`src/include/gbt_link_consts.svh`:
```
`ifndef GBT_LINK_CONSTS_SVH
`define GBT_LINK_CONSTS_SVH

// ----------------------------
// elink frame word layout
// ----------------------------
`define GBT_WORD_W         10     // one elink word per clk40
`define GBT_TTC_W          4      // l1a, calpulse, resync, bc0
`define GBT_PAYLOAD_W      6      // low bits of each word

// ----------------------------
// request fields
// ----------------------------
`define GBT_ADDR_W         16
`define GBT_DATA_W         32

// frame codes
`define GBT_FRAME_START    6'h2A  // first word of every frame
`define GBT_IDLE_PAYLOAD   6'h00  // sent between frames
`define GBT_FRAME_LEN      10     // start, begin, 3 addr, 5 data

// deskew and queue sizing
`define GBT_TAP_W          6      // 64 delay stages
`define GBT_REQ_FIFO_DEPTH 2      // also the requester's starting credits

`endif

```
`src/design/gbt_link_pkg.sv`:
```
package gbt_link_pkg;

  // request opcode, rides in the wr_en bit of the begin word
  typedef enum logic {
    OP_READ  = 1'b0,
    OP_WRITE = 1'b1
  } req_op_t;

  // ----------------------------
  // frame slots
  // ----------------------------
  // same encoding on both ends of the link
  typedef enum logic [3:0] {
    SLOT_IDLE  = 4'd0,
    SLOT_START = 4'd1,  // 0x2A marker
    SLOT_BEGIN = 4'd2,  // valid + wr_en
    SLOT_ADDR0 = 4'd3,  // addr[15:10]
    SLOT_ADDR1 = 4'd4,  // addr[9:4]
    SLOT_ADDR2 = 4'd5,  // addr[3:0], data[31:30]
    SLOT_DATA0 = 4'd6,  // data[29:24]
    SLOT_DATA1 = 4'd7,  // data[23:18]
    SLOT_DATA2 = 4'd8,  // data[17:12]
    SLOT_DATA3 = 4'd9,  // data[11:6]
    SLOT_DATA4 = 4'd10  // data[5:0]
  } frame_slot_t;

endpackage

```
`src/design/elink_tap_delay.sv`:
```
`timescale 1ns/100ps

`include "gbt_link_consts.svh"

module elink_tap_delay (
  input  logic                  clk40,
  input  logic                  arst_n_i,
  input  logic [`GBT_TAP_W-1:0] tap_i,
  input  logic                  bit_i,
  output logic                  bit_o
);

  localparam int STAGES = 1 << `GBT_TAP_W;

  // 63 shift flops plus the output flop make 64 stages
  logic [STAGES-2:0]     sr_q;
  logic [STAGES-1:0]     taps;       // tap 0 is the live input
  logic [`GBT_TAP_W-1:0] tap_q;      // previous tap, change detect
  logic [`GBT_TAP_W-1:0] quiet_cnt_q; // cycles since last tap change, saturating

  assign taps = {sr_q, bit_i};

  always_ff @(posedge clk40 or negedge arst_n_i) begin
    if (!arst_n_i) begin
      sr_q  <= '0;
      bit_o <= 1'b0;
    end else begin
      sr_q  <= taps[STAGES-2:0];
      bit_o <= taps[tap_i];          // tap_i + 1 cycles through
    end
  end

  // ----------------------------
  // tap change monitor
  // ----------------------------
  always_ff @(posedge clk40 or negedge arst_n_i) begin
    if (!arst_n_i) begin
      tap_q       <= '0;
      quiet_cnt_q <= '1;             // first change after reset is free
    end else begin
      tap_q <= tap_i;
      if (tap_i != tap_q)           quiet_cnt_q <= '0;
      else if (quiet_cnt_q != '1)   quiet_cnt_q <= quiet_cnt_q + 1'b1;
    end
  end

  // line must flush a full 64 cycles between tap moves
  a_tap_quiet: assert property (@(posedge clk40) disable iff (!arst_n_i)
    (tap_i != tap_q) |-> (quiet_cnt_q == '1));

endmodule

```
`src/design/req_framer.sv`:
```
`timescale 1ns/100ps

`include "gbt_link_consts.svh"

module req_framer (
  input  logic                   clk40,
  input  logic                   arst_n_i,
  input  logic                   req_push_i,
  input  gbt_link_pkg::req_op_t  req_op_i,
  input  logic [`GBT_ADDR_W-1:0] req_addr_i,
  input  logic [`GBT_DATA_W-1:0] req_data_i,
  input  logic [`GBT_TTC_W-1:0]  ttc_i,
  output logic                   credit_o,
  output logic [`GBT_WORD_W-1:0] frame_word_o
);
  import gbt_link_pkg::*;

  localparam int PTR_W = $clog2(`GBT_REQ_FIFO_DEPTH);
  localparam int CNT_W = $clog2(`GBT_REQ_FIFO_DEPTH + 1);

  // request queue storage
  req_op_t                op_mem   [`GBT_REQ_FIFO_DEPTH];
  logic [`GBT_ADDR_W-1:0] addr_mem [`GBT_REQ_FIFO_DEPTH];
  logic [`GBT_DATA_W-1:0] data_mem [`GBT_REQ_FIFO_DEPTH];

  logic [PTR_W-1:0] wr_ptr_q;
  logic [PTR_W-1:0] rd_ptr_q;
  logic [CNT_W-1:0] count_q;
  logic             fifo_full;
  logic             fifo_empty;
  logic             push;
  logic             pop;

  // request being framed is held once popped
  req_op_t                cur_op_q;
  logic [`GBT_ADDR_W-1:0] cur_addr_q;
  logic [`GBT_DATA_W-1:0] cur_data_q;

  frame_slot_t               slot_q;
  frame_slot_t               slot_d;
  logic [`GBT_PAYLOAD_W-1:0] payload;

  // ----------------------------
  // credit-controlled FIFO
  // ----------------------------
  assign fifo_full  = (count_q == CNT_W'(`GBT_REQ_FIFO_DEPTH));
  assign fifo_empty = (count_q == '0);
  assign push       = req_push_i && !fifo_full;
  assign pop        = (slot_q == SLOT_START); // head leaves with its start word

  always_ff @(posedge clk40) begin
    if (push) begin
      op_mem[wr_ptr_q]   <= req_op_i;
      addr_mem[wr_ptr_q] <= req_addr_i;
      data_mem[wr_ptr_q] <= req_data_i;
    end
  end

  always_ff @(posedge clk40 or negedge arst_n_i) begin
    if (!arst_n_i) begin
      wr_ptr_q <= '0;
      rd_ptr_q <= '0;
      count_q  <= '0;
    end else begin
      if (push) wr_ptr_q <= wr_ptr_q + PTR_W'(1);
      if (pop)  rd_ptr_q <= rd_ptr_q + PTR_W'(1);
      case ({push, pop})
        2'b10:   count_q <= count_q + CNT_W'(1);
        2'b01:   count_q <= count_q - CNT_W'(1);
        default: count_q <= count_q;   // no change on idle or push with pop
      endcase
    end
  end

  // latch head so the FIFO slot frees at start
  always_ff @(posedge clk40) begin
    if (pop) begin
      cur_op_q   <= op_mem[rd_ptr_q];
      cur_addr_q <= addr_mem[rd_ptr_q];
      cur_data_q <= data_mem[rd_ptr_q];
    end
  end

  // ----------------------------
  // slot sequencer
  // ----------------------------
  always_comb begin
    case (slot_q)
      SLOT_IDLE:  slot_d = fifo_empty ? SLOT_IDLE : SLOT_START;
      SLOT_START: slot_d = SLOT_BEGIN;
      SLOT_BEGIN: slot_d = SLOT_ADDR0;
      SLOT_ADDR0: slot_d = SLOT_ADDR1;
      SLOT_ADDR1: slot_d = SLOT_ADDR2;
      SLOT_ADDR2: slot_d = SLOT_DATA0;
      SLOT_DATA0: slot_d = SLOT_DATA1;
      SLOT_DATA1: slot_d = SLOT_DATA2;
      SLOT_DATA2: slot_d = SLOT_DATA3;
      SLOT_DATA3: slot_d = SLOT_DATA4;
      default:    slot_d = SLOT_IDLE;    // data4 always ends in one idle word
    endcase
  end

  // payload mux with msb slices first
  always_comb begin
    case (slot_q)
      SLOT_START: payload = `GBT_FRAME_START;
      SLOT_BEGIN: payload = {1'b1, cur_op_q, {(`GBT_PAYLOAD_W-2){1'b0}}}; // valid and wr_en
      SLOT_ADDR0: payload = cur_addr_q[15:10];
      SLOT_ADDR1: payload = cur_addr_q[9:4];
      SLOT_ADDR2: payload = {cur_addr_q[3:0], cur_data_q[31:30]};
      SLOT_DATA0: payload = cur_data_q[29:24];
      SLOT_DATA1: payload = cur_data_q[23:18];
      SLOT_DATA2: payload = cur_data_q[17:12];
      SLOT_DATA3: payload = cur_data_q[11:6];
      SLOT_DATA4: payload = cur_data_q[5:0];
      default:    payload = `GBT_IDLE_PAYLOAD;
    endcase
  end

  always_ff @(posedge clk40 or negedge arst_n_i) begin
    if (!arst_n_i) begin
      slot_q       <= SLOT_IDLE;
      credit_o     <= 1'b0;
      frame_word_o <= {{`GBT_TTC_W{1'b0}}, `GBT_IDLE_PAYLOAD};
    end else begin
      slot_q       <= slot_d;
      credit_o     <= pop;                 // lines up with the start word
      frame_word_o <= {ttc_i, payload};    // ttc on top of every word
    end
  end

  // requester pushed without a credit
  a_push_not_full: assert property (@(posedge clk40) disable iff (!arst_n_i)
    req_push_i |-> !fifo_full);

endmodule

```
`src/design/req_deframer.sv`:
```
`timescale 1ns/100ps

`include "gbt_link_consts.svh"

module req_deframer (
  input  logic                   clk40,
  input  logic                   arst_n_i,
  input  logic [`GBT_WORD_W-1:0] frame_word_i,
  output logic                   req_valid_o,
  output gbt_link_pkg::req_op_t  req_op_o,
  output logic [`GBT_ADDR_W-1:0] req_addr_o,
  output logic [`GBT_DATA_W-1:0] req_data_o,
  output logic [`GBT_TTC_W-1:0]  ttc_o
);
  import gbt_link_pkg::*;

  logic [`GBT_PAYLOAD_W-1:0] payload;
  logic [`GBT_TTC_W-1:0]     ttc_in;
  logic                      begin_valid;  // top payload bit of begin word
  logic                      begin_wr_en;  // next one down
  frame_slot_t               slot_q;       // slot expected for the incoming word
  frame_slot_t               slot_d;
  logic                      valid_d;

  assign payload     = frame_word_i[`GBT_PAYLOAD_W-1:0];
  assign ttc_in      = frame_word_i[`GBT_WORD_W-1:`GBT_PAYLOAD_W];
  assign begin_valid = payload[`GBT_PAYLOAD_W-1];
  assign begin_wr_en = payload[`GBT_PAYLOAD_W-2];

  // ----------------------------
  // frame tracking FSM
  // ----------------------------
  always_comb begin
    valid_d = 1'b0;
    case (slot_q)
      SLOT_IDLE: begin
        // start search only here, never mid frame
        slot_d = (payload == `GBT_FRAME_START) ? SLOT_BEGIN : SLOT_IDLE;
      end
      SLOT_BEGIN: slot_d = begin_valid ? SLOT_ADDR0 : SLOT_IDLE; // drop if not valid
      SLOT_ADDR0: slot_d = SLOT_ADDR1;
      SLOT_ADDR1: slot_d = SLOT_ADDR2;
      SLOT_ADDR2: slot_d = SLOT_DATA0;
      SLOT_DATA0: slot_d = SLOT_DATA1;
      SLOT_DATA1: slot_d = SLOT_DATA2;
      SLOT_DATA2: slot_d = SLOT_DATA3;
      SLOT_DATA3: slot_d = SLOT_DATA4;
      SLOT_DATA4: begin
        slot_d  = SLOT_IDLE;
        valid_d = 1'b1;              // request complete
      end
      default: slot_d = SLOT_IDLE;
    endcase
  end

  always_ff @(posedge clk40 or negedge arst_n_i) begin
    if (!arst_n_i) begin
      slot_q      <= SLOT_IDLE;
      req_valid_o <= 1'b0;
      ttc_o       <= '0;
    end else begin
      slot_q      <= slot_d;
      req_valid_o <= valid_d;        // one cycle after data4
      ttc_o       <= ttc_in;         // follows every word
    end
  end

  // ----------------------------
  // field reassembly
  // ----------------------------
  // addr and data shift in msb first, outputs hold until next frame
  always_ff @(posedge clk40) begin
    case (slot_q)
      SLOT_BEGIN: req_op_o <= req_op_t'(begin_wr_en);
      SLOT_ADDR0,
      SLOT_ADDR1: req_addr_o <= {req_addr_o[`GBT_ADDR_W-7:0], payload};
      SLOT_ADDR2: begin
        req_addr_o <= {req_addr_o[`GBT_ADDR_W-5:0], payload[5:2]};
        req_data_o <= {req_data_o[`GBT_DATA_W-3:0], payload[1:0]}; // data[31:30]
      end
      SLOT_DATA0,
      SLOT_DATA1,
      SLOT_DATA2,
      SLOT_DATA3,
      SLOT_DATA4: req_data_o <= {req_data_o[`GBT_DATA_W-7:0], payload};
      default: ;                     // idle, hold
    endcase
  end

  // frames are at least eleven words apart, so never a double pulse
  a_valid_pulse: assert property (@(posedge clk40) disable iff (!arst_n_i)
    req_valid_o |=> !req_valid_o);

endmodule

```
`src/design/gbt_req_link.sv`:
```
`timescale 1ns/100ps

`include "gbt_link_consts.svh"

module gbt_req_link (
  input  logic                   clk40,
  input  logic                   arst_n_i,
  input  logic [`GBT_TAP_W-1:0]  tap_i,
  input  logic                   req_push_i,
  input  gbt_link_pkg::req_op_t  req_op_i,
  input  logic [`GBT_ADDR_W-1:0] req_addr_i,
  input  logic [`GBT_DATA_W-1:0] req_data_i,
  input  logic [`GBT_TTC_W-1:0]  ttc_i,
  output logic                   credit_o,
  output logic                   req_valid_o,
  output gbt_link_pkg::req_op_t  req_op_o,
  output logic [`GBT_ADDR_W-1:0] req_addr_o,
  output logic [`GBT_DATA_W-1:0] req_data_o,
  output logic [`GBT_TTC_W-1:0]  ttc_o
);

  logic [`GBT_WORD_W-1:0] tx_word;   // framer out
  logic [`GBT_WORD_W-1:0] rx_word;   // after deskew

  // ----------------------------
  // transmit side
  // ----------------------------
  req_framer framer_i (
    .clk40        (clk40),
    .arst_n_i     (arst_n_i),
    .req_push_i   (req_push_i),
    .req_op_i     (req_op_i),
    .req_addr_i   (req_addr_i),
    .req_data_i   (req_data_i),
    .ttc_i        (ttc_i),
    .credit_o     (credit_o),
    .frame_word_o (tx_word)
  );

  // one delay line per bit, common tap keeps the word aligned
  for (genvar i = 0; i < `GBT_WORD_W; i++) begin : g_lane
    elink_tap_delay lane_i (
      .clk40    (clk40),
      .arst_n_i (arst_n_i),
      .tap_i    (tap_i),
      .bit_i    (tx_word[i]),
      .bit_o    (rx_word[i])
    );
  end

  // ----------------------------
  // receive side
  // ----------------------------
  req_deframer deframer_i (
    .clk40        (clk40),
    .arst_n_i     (arst_n_i),
    .frame_word_i (rx_word),
    .req_valid_o  (req_valid_o),
    .req_op_o     (req_op_o),
    .req_addr_o   (req_addr_o),
    .req_data_o   (req_data_o),
    .ttc_o        (ttc_o)
  );

endmodule

```
`config.mk`:
```
export PLATFORM = sky130hd
export DESIGN_NAME = gbt_req_link
export DESIGN_NICKNAME = d
export VERILOG_FILES = /design/src/design/gbt_link_pkg.sv /design/src/design/elink_tap_delay.sv /design/src/design/req_framer.sv /design/src/design/req_deframer.sv /design/src/design/gbt_req_link.sv
export VERILOG_INCLUDE_DIRS = /design/src /design/src/include
export SDC_FILE = /design/constraint.sdc
export NUM_CORES = 1
export LEC_CHECK = 0
export BUFFER_PORTS_ARGS = -buffer_cell sky130_fd_sc_hd__clkbuf_2
export CAP_MARGIN = 20
export CORE_UTILIZATION = 25
export CTS_BUF_LIST = sky130_fd_sc_hd__clkbuf_8
export CTS_CLUSTER_DIAMETER = 120
export DETAILED_ROUTE_END_ITERATION = 16
export GPL_ROUTABILITY_DRIVEN = 0
export PLACE_DENSITY_LB_ADDON = 0.08
export RECOVER_POWER = 25
export SLEW_MARGIN = 0
export SYNTH_ARGS = -nofsm -noshare
export SYNTH_HDL_FRONTEND = slang
export SYNTH_SLANG_ARGS = --single-unit
```
`constraint.sdc`:
```
create_clock -name clk40 -period 7.8 [get_ports clk40]
set_input_delay 0.78 -clock clk40 [delete_from_list [all_inputs] [get_ports clk40]]
set_output_delay 0.78 -clock clk40 [all_outputs]
set_load 0.005 [all_outputs]
```
==> flow_metrics.py <==
metrics = {
    "worst_setup_path": {
        "worstSetupPathType": "in2reg",
        "arrival_ns": 3.44,
        "path_cells": "clkbuf_8 -> buf_4 -> mux4_2 -> mux4_2 -> o21ai_1 -> o22ai_1",
        "end_kind": "register",
        "max_stage_delay_ns": 0.70,
        "worst_path_max_delay_cell": "buf_4",
        "worstReg2RegStart": "framer_i.slot_q[1]",
        "cp-start-kind": "input port",
        "startpoint": "tap_i[0]",
        "crit_buf_inv": 2,
        "cpLargestDelayFamily": "buffers and inverters",
        "worstPathMaxFanout": 52,
        "crit_top_cell": "mux4_2",
        "critical_path_required_ns": 8.46,
    },
    "synth": {
        "synthFlopType": "dfrtp_1",
        "synth_most_common_cell": "dfrtp_1",
        "synth.avg_cell_area_um2": 20.0,
        "netlist_area_um2": 29700,
        "synth_area_leaders": "dfrtp_1, edfxtp_1, mux4_2",
        "synth_enable_flop_cells": 196,
        "synth_warnings": 0,
        "yosys_register_bits": 864,
        "synth_top_area_frac": 0.562,
        "async_flop_share": 0.773,
        "synthesis.nets": 1549,
        "ys_types": 50,
        "ys_seq_area_frac": 0.760,
        "synth_common_cells": "dfrtp_1, edfxtp_1, mux4_2",
        "synth_largest_area_cell": "dfrtp_1",
        "synthCells": 1486,
    },
    "clock_network": {
        "cts_tree": "built",
        "cts.path.max_buffers": 3,
        "hold_buffers": 4,
        "clkTransAtPathRegs_ns": 0.06,
        "cts_buffers": 160,
        "cts_setup_buffers": 0,
        "htree_levels": 4,
        "cts.sinks": 864,
        "cts.repair.resized": 0,
        "root_buffer": "clkbuf_8",
        "clk_latency_ns": 0.81,
    },
    "timing": {
        "worst_pin_slew_ns": 1.04,
        "grt_setup_unrepaired": "false",
        "slew_violations": 0,
        "period_needed_ns": 2.78,
        "slew_headroom": 0.300,
        "whs_ns": 0.103,
        "skew_ns": 0.0439,
        "setup_viol": 0,
        "final_hold_viol_count": 0,
        "fin_setup_tns_ns": 0,
        "finalCritPeriodShare": 0.356,
        "max_freq_ghz": 0.360,
    },
    "power_and_ir_drop": {
        "seq_power_share": 0.526,
        "p_int_mw": 8.34,
        "ir_drop_mv": 0.146,
        "power.density_nw_per_um2": 323,
        "leakage_nw": 14.7,
        "p_comb_frac": 0.118,
        "switching_share": 0.265,
        "power_frac_clock": 0.356,
        "p_switching_mw": 3.01,
    },
    "final_layout": {
        "drive_gt1_frac": 0.312,
        "syn_to_final_growth_pct": 18.1,
        "multiInputGateArea_um2": 6700,
        "fillCellCount": 11600,
        "nNetsFinal": 1781,
        "register_area_um2": 22600,
    },
    "floorplan": {
        "chipHeight_um": 347,
        "num_rows": 126,
        "core_area_um2": 118000,
        "dieArea_um2": 120000,
        "chipWidth_um": 347,
        "ios": 117,
        "initial_core_util": 0.252,
    },
    "routing": {
        "highest_layer": "met5",
        "viasPerCell": 4.18,
        "drc": 0,
        "ant_nets": 0,
        "dr.pass1.iters": 5,
        "wirelength_um": 64900,
        "drt-initial-drc-count": 815,
        "route.met3.wl_um": 3080,
        "met1_length_um": 29900,
        "vias": 14100,
        "wire_per_inst_um": 19.2,
        "wl_met2_um": 30100,
    },
    "run": {
        "maxCapViolCount": 0,
    },
    "global_routing": {
        "grt_pass1_wl_um": 102000,
        "antenna_found_initial": 4,
        "gr-total-overflow": 0,
        "grtUsageTotal": 0.112,
        "grt_pass1_vias": 16200,
        "grt_max_degree": 175,
    },
    "placed_design": {
        "dp_hpwl_um": 37400,
        "port-buffer-count": 116,
    },
    "run_status": {
        "status": "finished clean",
    },
    "worst_hold_path": {
        "hp-class": "in2async",
    },
}
==> cell families (layout without fill, tap and decap cells) <==
group           Yosys count  after routing  synth area share
xor+xnor                  7              7           0.00206
other cells               0              3                 0
compound gates          111            111            0.0252
mux                     317            317             0.181
simple gates            100            100            0.0162
flops                   864            864             0.760
fa+ha+maj                 1              1          0.000421
buf+inv                  86            435            0.0156
==> through the flow <==
step / std cells / utilization / power (mW) / worst slack (ns) / cell area [um2]
finish: 3374 / 0.298 / 11.4 / 5.02 / 35100
global placement: 3088 / 0.272 / 7.45 / 4.11 / 32100
detailed placement: 3088 / 0.272 / 7.45 / 4.09 / 32100
floorplan: 1486 / - / 6.82 / 0.291 / 29700
CTS: 3371 / 0.298 / 11.7 / 5.01 / 35100
global route: 3374 / 0.298 / 12.0 / 4.88 / 35100
==> cell type report <==
cell class              instances  area share
diodes                          3    0.000214
flip-flops and latches        864       0.644
clock inverters                91      0.0118
multi-input cells             536       0.191
well taps                    1536      0.0547
clock buffers                 188      0.0737
inverters                      11     0.00118
repair buffers                145      0.0237
==> routing by layer <==
metal / track usage / up-vias
li1: - / 6102
met1: 0.149 / 7530
met2: 0.170 / 312
met3: 0.0312 / 158
met4: 0.0463 / 2
met5: 0 / -
==> flip-flops by register name (all words and copies together), names as in the netlist, 10 cells and up <==
| signal | count |
|---|---|
| deframer_i.req_addr_o | 16 |
| deframer_i.req_data_o | 32 |
| framer_i.addr_mem | 32 |
| framer_i.cur_addr_q | 16 |
| framer_i.cur_data_q | 32 |
| framer_i.data_mem | 64 |
| framer_i.frame_word_o | 10 |
| g_lane.lane_i.bit_o | 10 |
| g_lane.lane_i.sr_q | 630 |
==> power groups by stage <==
stage	registers (mW)	logic [mW]	clock network, mW
6_report	5.97	1.33	4.05
5_1_grt	6.07	1.48	4.48
4_1_cts	5.99	1.41	4.27
3_5_place_dp	6.05	1.40	0
3_3_place_gp	6.05	1.40	0
2_1_floorplan	5.86	0.964	0
==> worst paths after layout <==
| check | end | slack [ns] | depth (start not counted) |
|---|---|---|---|
| worst max-delay path | g_lane[0].lane_i.bit_o | 5.02 | 6 |
| worst min-delay path | g_lane[6].lane_i.sr_q[42] | 0.10 | 1 |
| worst max register to register | framer_i.count_q[1] | 5.29 | 5 |
| worst min register to register | g_lane[9].lane_i.sr_q[16] | 0.34 | 0 |
| max in group asynchronous | g_lane[6].lane_i.sr_q[39] | 6.13 | 2 |
| min in group clk40 | framer_i.data_mem[0][19] | 0.17 | 1 |
==> cells in the final DEF, fill, tap and decap left out, drive strengths merged, types with 7 or more instances in the layout <==
| master | Yosys | final |
|---|---|---|
| dfrtp | 668 | 668 |
| clkbuf | 26 | 301 |
| edfxtp | 196 | 196 |
| mux4 | 164 | 164 |
| mux2 | 106 | 106 |
| inv | 11 | 81 |
| mux2i | 47 | 47 |
| nor2 | 38 | 38 |
| buf | 49 | 28 |
| nand2 | 25 | 25 |
| o21ai | 24 | 24 |
| a21oi | 18 | 18 |
| a211oi | 17 | 17 |
| o22ai | 17 | 17 |
| clkinv | 0 | 14 |
| nand2b | 9 | 9 |
| o221ai | 7 | 7 |
| clkinvlp | 0 | 7 |
| nor3 | 7 | 7 |
==> worst reg2reg max path, stage by stage (launching register included) <==
cell,delay (ns)
dfrtp_1,0.74
nor4b_2,0.40
buf_4,0.63
ha_1,0.39
nor2_1,0.14
xnor2_1,0.13
Power figures use the tool's default switching activity.
